$ cat src/mem_sched_consts.svh
/*
 * Sizing constants, CSR addresses and op type bit positions for the memory scheduler.
 * The FIFO depth must stay a power of two, because the pointers wrap naturally.
 * Type bits index the one-hot op class that the renamer produces.
 */
`ifndef MEM_SCHED_CONSTS_SVH
`define MEM_SCHED_CONSTS_SVH

`define MS_FIFO_DEPTH   8
`define MS_NUM_PREGS    64

// Scratch CSRs in the custom machine read/write range
`define MS_CSR_SCRATCH0 12'h7C0
`define MS_CSR_SCRATCH1 12'h7C1
`define MS_CSR_SCRATCH2 12'h7C2
`define MS_CSR_SCRATCH3 12'h7C3

`define MS_TYPE_FENCE   1
`define MS_TYPE_CSR     2
`define MS_TYPE_STORE   3
`define MS_TYPE_LOAD    4

`endif

$ cat src/mem_sched_pkg.sv
/*
 * Shared types of the memory and system issue stage.
 * Slot fields follow the renamer packet layout. A rob tag is the packet id
 * with the slot index appended as its low bit.
 */
`default_nettype none

package mem_sched_pkg;

    typedef logic [5:0]  preg_t;
    typedef logic [31:0] word_t;
    typedef logic [4:0]  rob_id_t;
    typedef logic [5:0]  rob_tag_t;
    typedef logic [5:0]  op_type_t;
    typedef logic [11:0] csr_addr_t;

    // One micro-op as delivered by the renamer
    typedef struct packed {
        preg_t      rs1;
        preg_t      rs2;
        preg_t      dest;
        word_t      imm;
        op_type_t   op_type;
        logic [2:0] opcode;
        logic       valid;
    } slot_t;

    typedef struct packed {
        slot_t   slot1;
        slot_t   slot0;
        rob_id_t rob_id;
    } packet_t;

    // Request to the load/store unit, op is {store, opcode}
    typedef struct packed {
        word_t      addr;
        word_t      data;
        preg_t      dest;
        rob_tag_t   rob;
        logic [3:0] op;
        logic       store;
    } lsu_req_t;

    typedef struct packed {
        csr_addr_t  addr;
        word_t      data;
        logic [1:0] opcode;
        logic       wr_en;
    } csr_req_t;

    typedef enum logic {
        FENCE_IDLE,
        FENCE_DRAIN
    } fence_state_t;

endpackage

`default_nettype wire

$ cat src/mem_scheduler.sv
/*
 * Picks the oldest slot of the head packet and issues it.
 * Loads and stores go to the LSU as a registered request held while lsu_busy_i is high.
 * CSR ops and fences wait until their packet is oldest in the ROB, and retire on
 * csr_done or an empty store buffer. Only one system op is in flight at a time.
 */
`default_nettype none
`include "mem_sched_consts.svh"

module mem_scheduler
    import mem_sched_pkg::*;
(
    input  wire logic    cpu_clk_i,
    input  wire logic    rst_i,
    input  wire logic    flush_i,
    input  wire packet_t head_pkt_i,
    input  wire logic    empty_i,
    input  wire word_t   rs1_data_i,
    input  wire word_t   rs2_data_i,
    input  wire logic    rs1_ready_i,
    input  wire logic    rs2_ready_i,
    input  wire logic    lsu_busy_i,
    input  wire logic    rob_lock_i,
    input  wire rob_id_t rob_oldest_i,
    input  wire logic    store_buffer_empty_i,
    input  wire logic    csr_done_i,
    input  wire word_t   csr_rdata_i,
    input  wire logic    csr_excp_i,
    output logic         pop_o,
    output preg_t        rs1_o,
    output preg_t        rs2_o,
    output logic         lsu_valid_o,
    output lsu_req_t     lsu_req_o,
    output logic         csr_valid_o,
    output csr_req_t     csr_req_o,
    output logic         prf_we_o,
    output preg_t        prf_dest_o,
    output word_t        prf_data_o,
    output logic         completion_valid_o,
    output rob_tag_t     completion_rob_o,
    output logic         exception_o,
    output rob_tag_t     exception_rob_o
);
    logic         slot_ptr_q;
    logic         csr_pend_q;
    fence_state_t fence_q;
    logic         both_valid;
    logic         no_valid;
    logic         slot_sel;
    slot_t        act;
    rob_tag_t     act_tag;
    logic         is_load;
    logic         is_store;
    logic         is_fence;
    logic         is_csr;
    logic         is_sys;
    logic         slot_live;
    logic         rs1_ok;
    logic         rs2_ok;
    logic         is_oldest;
    logic         sys_busy;
    logic         mem_issue;
    logic         lsu_launch;
    logic         csr_launch;
    logic         csr_hit;
    logic         fence_hit;
    logic         sys_done;
    logic         advance;

    // Slot 1 is taken directly when slot 0 is empty
    assign both_valid = head_pkt_i.slot0.valid & head_pkt_i.slot1.valid;
    assign no_valid   = ~(head_pkt_i.slot0.valid | head_pkt_i.slot1.valid);
    assign slot_sel   = slot_ptr_q | (~head_pkt_i.slot0.valid & head_pkt_i.slot1.valid);
    assign act        = slot_sel ? head_pkt_i.slot1 : head_pkt_i.slot0;
    assign act_tag    = {head_pkt_i.rob_id, slot_sel};

    assign is_load  = act.op_type[`MS_TYPE_LOAD];
    assign is_store = act.op_type[`MS_TYPE_STORE];
    assign is_fence = act.op_type[`MS_TYPE_FENCE];
    assign is_csr   = act.op_type[`MS_TYPE_CSR];
    assign is_sys   = is_fence | is_csr;

    assign rs1_o = act.rs1;
    assign rs2_o = act.rs2;

    // Immediate CSR forms carry a constant in the rs1 field
    assign slot_live = ~empty_i & act.valid;
    assign rs1_ok    = rs1_ready_i | (is_csr & act.opcode[2]);
    assign rs2_ok    = rs2_ready_i | ~is_store;
    assign is_oldest = (head_pkt_i.rob_id == rob_oldest_i) & ~rob_lock_i;
    assign sys_busy  = csr_pend_q | (fence_q == FENCE_DRAIN);

    assign mem_issue  = slot_live & ~is_sys & rs1_ok & rs2_ok & ~lsu_busy_i
                      & ~rob_lock_i & ~flush_i & ~sys_busy;
    assign lsu_launch = mem_issue & (is_load | is_store);
    assign csr_launch = slot_live & is_csr & is_oldest & rs1_ok & ~csr_pend_q & ~flush_i;

    assign csr_hit   = csr_pend_q & csr_done_i;
    assign fence_hit = (fence_q == FENCE_DRAIN) & store_buffer_empty_i;
    assign sys_done  = csr_hit | fence_hit;
    assign advance   = (mem_issue | sys_done) & ~flush_i;

    // Pop on the last valid slot, or drop a packet that carries no valid slot
    assign pop_o = ~flush_i & ~empty_i
                 & ((advance & ~(both_valid & ~slot_ptr_q)) | no_valid);

    always_ff @(posedge cpu_clk_i) begin
        if (rst_i || flush_i) begin
            slot_ptr_q <= 1'b0;
        end else if (advance) begin
            slot_ptr_q <= both_valid & ~slot_ptr_q;
        end
    end

    always_ff @(posedge cpu_clk_i) begin
        if (rst_i || flush_i) begin
            lsu_valid_o <= 1'b0;
        end else if (lsu_launch) begin
            lsu_valid_o <= 1'b1;
        end else if (!lsu_busy_i) begin
            lsu_valid_o <= 1'b0;
        end
    end

    always_ff @(posedge cpu_clk_i) begin
        if (lsu_launch) begin
            lsu_req_o.addr  <= rs1_data_i + act.imm;
            lsu_req_o.data  <= rs2_data_i;
            lsu_req_o.dest  <= act.dest;
            lsu_req_o.rob   <= act_tag;
            lsu_req_o.op    <= {is_store, act.opcode};
            lsu_req_o.store <= is_store;
        end
    end

    // CSR request pulses once; pending holds the slot until done returns
    always_ff @(posedge cpu_clk_i) begin
        if (rst_i || flush_i) begin
            csr_valid_o <= 1'b0;
            csr_pend_q  <= 1'b0;
        end else begin
            csr_valid_o <= csr_launch;
            if (csr_launch) begin
                csr_pend_q <= 1'b1;
            end else if (csr_done_i) begin
                csr_pend_q <= 1'b0;
            end
        end
    end

    always_ff @(posedge cpu_clk_i) begin
        if (csr_launch) begin
            csr_req_o.addr   <= act.imm[11:0];
            csr_req_o.data   <= act.opcode[2] ? word_t'(act.rs1) : rs1_data_i;
            csr_req_o.opcode <= act.opcode[1:0];
            csr_req_o.wr_en  <= (act.rs1 != '0) | act.opcode[2];
        end
    end

    always_ff @(posedge cpu_clk_i) begin
        if (rst_i || flush_i) begin
            fence_q <= FENCE_IDLE;
        end else begin
            case (fence_q)
                FENCE_IDLE: begin
                    if (slot_live && is_fence && is_oldest) begin
                        fence_q <= FENCE_DRAIN;
                    end
                end
                FENCE_DRAIN: begin
                    if (store_buffer_empty_i) begin
                        fence_q <= FENCE_IDLE;
                    end
                end
                default: fence_q <= FENCE_IDLE;
            endcase
        end
    end

    // Old CSR value goes back to the register file in the done cycle
    assign prf_we_o   = csr_hit & ~csr_excp_i & (act.dest != '0);
    assign prf_dest_o = act.dest;
    assign prf_data_o = csr_rdata_i;

    assign exception_o        = csr_hit & csr_excp_i;
    assign exception_rob_o    = act_tag;
    assign completion_valid_o = fence_hit | (csr_hit & ~csr_excp_i);
    assign completion_rob_o   = act_tag;

endmodule

`default_nettype wire

$ cat config.mk
export PLATFORM = sky130hd
export DESIGN_NAME = mem_scheduler
export DESIGN_NICKNAME = d
export VERILOG_FILES = /design/src/mem_sched_pkg.sv /design/src/mem_scheduler.sv
export VERILOG_INCLUDE_DIRS = /design/src
export SDC_FILE = /design/constraint.sdc
export NUM_CORES = 1
export LEC_CHECK = 0
export CAP_MARGIN = 0
export CORE_AREA = 3 3 165 167
export DETAILED_ROUTE_END_ITERATION = 16
export DIE_AREA = 0 0 168 170
export DONT_BUFFER_PORTS = 1
export GPL_ROUTABILITY_DRIVEN = 1
export SLEW_MARGIN = 30
export SYNTH_ARGS = -nofsm -noshare
export SYNTH_HDL_FRONTEND = slang
export SYNTH_SLANG_ARGS = --single-unit
$ cat constraint.sdc
create_clock -name cpu_clk_i -period 8.5 [get_ports cpu_clk_i]
set_input_delay 0.425 -clock cpu_clk_i [delete_from_list [all_inputs] [get_ports cpu_clk_i]]
set_output_delay 0.425 -clock cpu_clk_i [all_outputs]
set_load 0.01 [all_outputs]
==> results of run 1 <==
==> worst register-to-register path, delay by kind of cell, from the launching register on <==
kind	cells	cell delay [ns]
xor gates and xnor gates	1	0.11
AOI/OAI and AO/OA	5	1.57
muxes	1	0.48
buffers and inverters	1	0.34
DFF	1	0.36
and+or+nand+nor	2	0.57
adders and majority gates	1	0.40
==> sequential cells by signal, indices dropped and copies added (netlist names) <==
register,cells
lsu_valid_o,1
slot_ptr_q,1
fence_q,1
lsu_req_o,80
csr_pend_q,1
csr_req_o,47
csr_valid_o,1
==> layout by cell type, fill, tap and decap left out, drive strengths merged, types with 2 or more instances in the layout <==
cell type,count
a2111oi,2
a211oi,8
a21boi,3
a21o,10
a21oi,32
a221oi,2
a31oi,4
a41oi,2
and2,27
and3,3
buf,4
clkbuf,17
clkinvlp,4
dfxtp,5
diode,4
edfxtp,127
ha,31
inv,31
mux2,47
mux2i,10
nand2,18
nand2b,3
nand3,6
nand4,9
nor2,40
nor2b,5
nor3,11
nor4,4
o211ai,4
o21a,9
o21ai,18
o21bai,8
o31ai,2
or2,3
or3,4
xnor2,21
xor2,9
==> metal layers <==
layer | global-route usage | routed length [um] | vias to the layer above
met5 | 0 | 12 | -
met2 | 0.2742 | 12150 | 274
li1 | - | - | 2020
met4 | 0.07684 | 955 | 2
met1 | 0.1673 | 8308 | 2150
met3 | 0.05761 | 2059 | 61
==> cell families (layout without fill, tap and decap cells) <==
family,count (synthesis),count (layout),synth area share
buf+inv,98,57,0.08577
xor+xnor,30,30,0.03617
mux,57,57,0.08836
fa+ha+maj,32,32,0.05615
other cells,0,4,0
simple gates,136,136,0.09576
compound gates,109,109,0.09903
flops,132,132,0.5388
==> power groups by stage <==
stage | Sequential, mW | Combinational (mW) | Clock (mW)
floorplan | 0.743 | 0.216 | 0
global placement | 0.744 | 0.237 | 0
detailed placement | 0.744 | 0.241 | 0
CTS | 0.729 | 0.242 | 0.785
global route | 0.729 | 0.267 | 0.809
finish | 0.729 | 0.239 | 0.755
==> area by class of cell <==
cell class                      count  share of cell area
Antenna cell                        4            0.001286
Clock buffer                       17             0.05464
Clock inverter                     15             0.02057
Inverter                           21             0.01077
Multi-Input combinational cell    364              0.3524
Sequential cell                   132              0.5027
Tap cell                          335             0.05383
Timing Repair Buffer                4            0.003857
==> worst paths after layout <==
kind | startpoint | to | slack, ns | depth (start not counted)
hold reg to reg | slot_ptr_q | slot_ptr_q | 0.49 | 2
setup / recovery | slot_ptr_q | lsu_req_o[80] | 4.41 | 11
setup reg to reg | slot_ptr_q | lsu_req_o[80] | 4.41 | 11
hold / removal | rst_i | fence_q | 0.08 | 1
==> impl_metrics.json, run 1 <==
{
  "powerDensity_mw_per_mm2": 221.4,
  "p_int_mw": 1.246,
  "synth.most_common_cell": "edfxtp_1",
  "die_w_um": 168,
  "crit_path_start_kind": "flop",
  "antenna_found_initial": 5,
  "maxSlewViolCount": 0,
  "p_sw_frac": 0.2770,
  "path_max_fanout": 37,
  "path_cells": "and2b_1 > inv_6 > mux2_2 > ha_1 > o211ai_1 > nor3_1 > a2111oi_0 > a21oi_1 > a21oi_1 > o31ai_1 > xnor2_1",
  "syn_nets": 863,
  "dp_cells": 856,
  "clock_sinks": 132,
  "grt_max_degree": 58,
  "ys_seq_area_frac": 0.5388,
  "wire_per_inst_um": 26.33,
  "ir_worst_vdd_mv": 0.1042,
  "cts_resized": 0,
  "skew_ns": 0.01220,
  "relSlewSlack": 0.3560,
  "post-cts-setup-buffers": 0,
  "crit_buf_inv": 1,
  "clk_pin_slew_worst_paths_ns": 0.07,
  "syn_area_mm2": 0.007264,
  "place_congestion": 0.8382,
  "dr.pass1.iters": 4,
  "setup-tns-final_ns": 0,
  "status": "finished, final reports clean",
  "whs_ns": 0.08348,
  "synth_ff_type": "edfxtp_1",
  "multi_input_area_mm2": 0.002744,
  "synth.area.top_cells": "edfxtp_1, mux2_2, buf_4",
  "drc": 0,
  "io_buffers": 0,
  "critPathTopFamily": "compound AO/OA/AOI/OAI gates",
  "tightestPinTransition_ns": 0.9635,
  "drtIter0Drc": 294,
  "grt_pass1_wl_mm": 32.37,
  "insertion_delay_ns": 0.41,
  "wirelength_mm": 23.49,
  "synth_top_cell_area_share": 0.5250,
  "finish.instance_area_mm2": 0.007786,
  "hold_viol": 0,
  "p_leak_nw": 2.661,
  "synth-seq-cells": 132,
  "cts.path.max_buffers": 2,
  "n_fill_cell": 2662,
  "vias_per_cell": 5.053,
  "finalCritPeriodShare": 0.4806,
  "drv_cap": 0,
  "cts-root-buf": "clkbuf_16",
  "fmax_mhz": 244.8,
  "yosys.area.top_type": "edfxtp_1",
  "rows": 59,
  "syn_area_per_cell_um2": 12.23,
  "die_area_mm2": 0.02856,
  "drive_gt1_frac": 0.1718,
  "power_frac_comb": 0.139,
  "syn2layout_area_growth_pct": 7.182,
  "dp_slack_ns": 4.007,
  "dp_hpwl_mm": 18.41,
  "coreArea_mm2": 0.02591,
  "pin_count": 433,
  "end_kind": "flop",
  "min_path_type": "in -> reg",
  "hold_buffers": 0,
  "synth_common_cells": "edfxtp_1, buf_4, mux2_2",
  "final_core_util": 0.3005,
  "cts_buffers": 17,
  "cp_common_cell": "a21oi_1",
  "clkPwrFrac": 0.438,
  "synth_edf_count": 127,
  "ant_nets": 0,
  "yosysWarnings": 0,
  "period_minus_slack_ns": 4.085,
  "syn_inst": 594,
  "synthArstFlopShare": 0,
  "die_h_um": 170,
  "critPathArrivalTime_ns": 4.24,
  "crit_required_ns": 8.65,
  "power_mw": 1.724,
  "final_nets": 809,
  "setup_viol": 0,
  "initial_core_util": 0.2804,
  "cts_tree": "done",
  "slowest_stage": "o31ai_1",
  "switching_power_uw": 477.5,
  "cts_max_level": 4,
  "critical_path.max_stage_delay_ns": 0.52,
  "dpl-instance-area_mm2": 0.007191,
  "crit_type": "reg -> reg",
  "synth_cell_type_count": 54,
  "grt_use_total": 0.1566,
  "final-seq-area_mm2": 0.003914,
  "rsz0062_at_grt": "false",
  "num_vias": 4507,
  "grt.overflow.total": 0,
  "stdcell_count": 892,
  "grt_pass1_vias": 4654,
  "fin_ws_ns": 4.415,
  "p_seq_frac": 0.423
}
Note: power is estimated with default switching activity, not from simulation.
==> inputs of run 2 (changes only) <==
Clock period 8.5 ns to 3.7 ns, I/O delays scaled along.
==> run 2 against run 1 <==
Effect of this change:
- fmax rose by 19%
- first-iteration DRC count fell by 17%
- critical endpoint is now lsu_req_o[78]
- setup slack got worse by 4.1 ns
- clock skew fell by 0.00054 ns
- clock-buffer cell count did not move
- critical path type unchanged
==> impl_metrics.json, run 2 (synthesis gave the netlist of run 1 again) <==
{
  "insertion_delay_ns": 0.42,
  "vias_per_cell": 4.949,
  "grt_use_total": 0.1670,
  "die_h_um": 170,
  "cts_max_level": 4,
  "p_sw_frac": 0.2831,
  "crit_required_ns": 3.87,
  "slowest_stage": "mux2_2",
  "finalCritPeriodShare": 0.9281,
  "cts_tree": "done",
  "wl_met1_mm": 8.715,
  "crit_type": "reg -> reg",
  "dr.pass1.iters": 4,
  "cp_common_cell": "a21oi_2",
  "r2r_setup_slack_ns": 0.27,
  "crit_path_start_kind": "flop",
  "fin_ws_ns": 0.2659,
  "final_cell_mix": "edfxtp_1, dlygate4sd3_1, mux2_2",
  "final_nets": 923,
  "final_common_cell": "edfxtp_1",
  "drive_gt1_frac": 0.1934,
  "grt_max_degree": 30,
  "drv_cap": 0,
  "n_fill_cell": 2534,
  "antenna_found_initial": 3,
  "drc": 0,
  "cts-root-buf": "clkbuf_16",
  "wl_met2_mm": 12.93,
  "ir_worst_vdd_mv": 0.2435,
  "num_vias": 4969,
  "clkPwrFrac": 0.419,
  "coreArea_mm2": 0.02591,
  "p_int_mw": 2.902,
  "initial_core_util": 0.2804,
  "critical_path.max_stage_delay_ns": 0.37,
  "clk_pin_slew_worst_paths_ns": 0.07,
  "pin_count": 433,
  "cts.path.max_buffers": 2,
  "place_congestion": 0.8608,
  "skew_ns": 0.01167,
  "grt_pass1_vias": 5272,
  "fmax_mhz": 291.2,
  "top_layer": "met4",
  "period_minus_slack_ns": 3.434,
  "syn2layout_area_growth_pct": 23.51,
  "switching_power_mw": 1.146,
  "die_area_mm2": 0.02856,
  "rows": 59,
  "wirelength_mm": 24.76,
  "power_frac_comb": 0.167,
  "dp_hpwl_mm": 19.38,
  "dp_slack_ns": -0.02531,
  "dr_wl_met3_mm": 2.079,
  "grt_pass1_wl_mm": 35.02,
  "die_w_um": 168,
  "p_leak_nw": 3.194,
  "status": "finished, final reports clean",
  "min_path_type": "in -> reg",
  "regMostFlops": "lsu_req_o",
  "setup_viol": 0,
  "layout_top_registers": "lsu_req_o (80), csr_req_o (47)",
  "path_cells": "and2b_1 > inv_6 > buf_12 > mux2_2 > ha_1 > o211ai_1 > nor3_1 > buf_4 > a2111oi_2 > a21oi_2 > a21oi_2 > a31oi_1 > xor2_1",
  "grt.overflow.total": 0,
  "path_max_fanout": 16,
  "largest_reg_flops": 80,
  "rsz0062_at_grt": "false",
  "powerDensity_mw_per_mm2": 451.2,
  "hold_viol": 0,
  "drtIter0Drc": 244,
  "p_seq_frac": 0.414,
  "clock_sinks": 132,
  "maxSlewViolCount": 0,
  "tightestPinTransition_ns": 0.5620,
  "whs_ns": 0.02791,
  "relSlewSlack": 0.6231,
  "io_buffers": 0,
  "cts_buffers": 17,
  "critPathArrivalTime_ns": 3.60,
  "wire_per_inst_um": 24.66,
  "end_kind": "flop",
  "ant_nets": 0
}
-- run 2: changes by cell type in the layout (fill, tap and decap cells not counted), sizes merged --
cell and delta:
clkinv +5, diode -2, clkinvlp -3, inv -1
bufinv -1, buf +26, dlygate4sd3 +88
-- run 2: layout make-up --
type,count,area [um^2],area share
repair buffers,118,1169,0.1302
flip-flops and latches,132,3914,0.4362
diodes,2,5.005,0.0005578
inverters,21,83.83,0.009343
clock inverters,15,160.2,0.01785
clock buffers,17,425.4,0.04741
multi-input cells,364,2796,0.3117
well taps,335,419.2,0.04672
-- run 2: metal layers --
layer  track usage  vias to the layer above
li1              -                     2256
met1        0.1774                     2371
met2        0.3003                      280
met3       0.05389                       62
met4       0.08004                        0
met5             0                        -
-- run 2: repair_timing --
item | 4_1_cts | 5_1_grt
hold endpoints to repair | 79 | 0
pin swaps | 0 | 3
resized for setup | 1 | 9
hold buffers | 88 | 0
endpoints found under the setup margin | 2 | 8
buffers inserted | 0 | 1
-- run 2: critical path, delay by kind of cell, from the launching register on --
family          cells  cell delay [ns]
simple gates        2             0.32
flops               1             0.35
xor+xnor            1             0.16
compound gates      5             1.17
fa+ha+maj           1             0.36
mux                 1             0.37
buf+inv             3             0.44
-- run 2: worst paths after layout --
| kind | from | to | cells after the start |
|---|---|---|---|
| setup reg to reg | slot_ptr_q | lsu_req_o[78] | 13 |
| hold reg to reg | slot_ptr_q | slot_ptr_q | 2 |
| hold / removal | head_pkt_i[24] | csr_req_o[44] | 1 |
| setup / recovery | slot_ptr_q | lsu_req_o[78] | 13 |
-- run 2: stage by stage --
stage	TNS (ns)	area, um^2	power [mW]	instances	utilization
final	0	8972	4.049	1004	0.3463
after global routing	0	8972	4.244	1004	0.3463
after CTS	0	8915	4.100	1001	0.3441
after detailed placement	-0.04414	7441	2.295	881	0.2872
after global placement	0	7441	2.287	881	0.2872
after floorplan	0	7264	2.203	594	-
-- run 2: power by group through the flow --
stage / clock [mW] / combinational (mW) / sequential [mW]
after global routing: 1.82 / 0.752 / 1.68
after floorplan: 0 / 0.495 / 1.71
after global placement: 0 / 0.578 / 1.71
final: 1.70 / 0.678 / 1.68
after CTS: 1.75 / 0.671 / 1.68
after detailed placement: 0 / 0.586 / 1.71
==> inputs of run 3 (changes only) <==
Settings changed: REMOVE_ABC_BUFFERS from default to 1.
==> run 3 against run 2 <==
Effect of this change:
- sequential cell count unchanged
- register-to-register slack got worse by 0.09 ns
- power decreased by 1.5%
- largest cell class unchanged
- fmax decreased by 2.6%
- largest power group is now registers
- first-iteration DRC count increased by 29%
- cell count increased by 0.40%
- die area unchanged
- clock power decreased by 4%
- sequential share of layout area increased by 0.13 points
==> impl_metrics.json, run 3 (synthesis gave the netlist of run 1 again) <==
{
  "grt_max_degree": 31,
  "antenna_found_initial": 2,
  "cts_buffers": 17,
  "fin_ws_ns": 0.1737,
  "whs_ns": 0.01812,
  "period_minus_slack_ns": 3.526,
  "die_w_um": 168,
  "largest_reg_flops": 80,
  "dr.pass1.iters": 4,
  "relSlewSlack": 0.6605,
  "crit_start": "slot_ptr_q",
  "grt_pass1_vias": 5177,
  "final_cell_mix": "edfxtp_1, dlygate4sd3_1, mux2_2",
  "worstHoldStart": "head_pkt_i[22]",
  "drive_gt1_frac": 0.1896,
  "n_fill_cell": 2533,
  "grt.busiest_layer": "met2",
  "pin_count": 433,
  "coreArea_mm2": 0.02591,
  "p_int_mw": 2.883,
  "grt.overflow.total": 0,
  "ant_nets": 0,
  "initial_core_util": 0.2804,
  "crit_required_ns": 3.86,
  "tightestPinTransition_ns": 0.5093,
  "maxSlewViolCount": 0,
  "p_seq_frac": 0.420,
  "grt_pass1_wl_mm": 35.18,
  "critPathArrivalTime_ns": 3.69,
  "regToRegStartpoint": "slot_ptr_q",
  "wirelength_mm": 25.59,
  "crit_type": "reg -> reg",
  "final_nets": 926,
  "status": "finished, final reports clean",
  "wire_per_inst_um": 25.39,
  "drc": 0,
  "layout_top_registers": "lsu_req_o (80), csr_req_o (47)",
  "final_core_util": 0.3452,
  "vias_per_cell": 4.940,
  "dp_slack_ns": 0.02482,
  "grtUsageMet3": 0.08153,
  "insertion_delay_ns": 0.42,
  "clk_pin_slew_worst_paths_ns": 0.07,
  "powerDensity_mw_per_mm2": 445.9,
  "switching_power_mw": 1.105,
  "finalCritPeriodShare": 0.9531,
  "die_area_mm2": 0.02856,
  "cts.path.max_buffers": 2,
  "crit_path_start_kind": "flop",
  "grt_use_total": 0.1697,
  "drtIter0Drc": 315,
  "final-seq-area_mm2": 0.003914,
  "clock_sinks": 132,
  "setup_viol": 0,
  "power_frac_comb": 0.168,
  "cts_max_level": 4,
  "end_kind": "flop",
  "place_congestion": 0.8735,
  "drv_cap": 0,
  "met1_usage": 0.2034,
  "fmax_mhz": 283.6,
  "skew_ns": 0.01091,
  "grt_use_met2": 0.2707,
  "rows": 59,
  "cts_tree": "done",
  "regMostFlops": "lsu_req_o",
  "ir_worst_vdd_mv": 0.2416,
  "min_path_type": "in -> reg",
  "cts-root-buf": "clkbuf_16",
  "final_common_cell": "edfxtp_1",
  "io_buffers": 0,
  "path_max_fanout": 7,
  "clkPwrFrac": 0.412,
  "multi_input_area_mm2": 0.002789,
  "num_vias": 4980,
  "p_leak_nw": 3.185,
  "syn2layout_area_growth_pct": 23.13,
  "hold_viol": 0,
  "dp_hpwl_mm": 19.71,
  "setup-tns-final_ns": 0,
  "p_sw_frac": 0.2771,
  "die_h_um": 170
}
run 3: layer usage:
layer  up-vias  share of wire
li1       2266              -
met1      2378           0.41
met2       303           0.47
met3        33           0.10
met4         0          0.023
met5         -              0
run 3: area by class of cell:
type | count | area share
Timing Repair inverter | 1 | 0.0005595
Multi-Input combinational cell | 364 | 0.3118
Timing Repair Buffer | 120 | 0.1306
Clock inverter | 15 | 0.01483
Inverter | 21 | 0.009372
Tap cell | 335 | 0.04686
Sequential cell | 132 | 0.4375
Clock buffer | 17 | 0.04756
Antenna cell | 3 | 0.0008393
run 3: final timing paths:
kind	endpoint	slack, ns	cells past startpoint
worst max-delay path	lsu_req_o[80]	0.17	13
worst min-delay path	csr_req_o[42]	0.02	1
worst max register to register	lsu_req_o[80]	0.17	13
worst min register to register	slot_ptr_q	0.49	2
run 3: timing repair:
action                                  in CTS  in global routing
hold buffers                                90                  2
setup buffers                                0                  8
endpoints found under the hold margin       81                  1
endpoints found under the setup margin       0                  8
gates resized for setup                      0                 10
run 3: worst max-delay path: stages, from the launching register on:
cell and delay (ns):
dfxtp_1 0.33, and2b_2 0.34, clkinv_2 0.25, buf_4 0.21, mux2_2 0.31, ha_1 0.36, o211ai_1 0.11, buf_4 0.16
nor3_1 0.26, a2111oi_2 0.14, a21oi_2 0.27, a21oi_2 0.13, o31ai_1 0.30, xnor2_1 0.10
run 3: power by group through the flow:
| stage | logic [mW] | registers [mW] | clock network [mW] |
|---|---|---|---|
| after detailed placement | 0.562 | 1.71 | 0 |
| after global routing | 0.746 | 1.68 | 1.76 |
| after global placement | 0.555 | 1.71 | 0 |
| final | 0.671 | 1.68 | 1.64 |
| after floorplan | 0.420 | 1.71 | 0 |
| after CTS | 0.650 | 1.68 | 1.70 |
run 3: per-stage QoR:
step	total power, mW	cell area, um^2	cells
finish	3.988	8945	1008
detailed placement	2.271	7348	872
global placement	2.264	7348	872
floorplan	2.128	6725	517
global route	4.179	8942	1007
CTS	4.023	8807	994
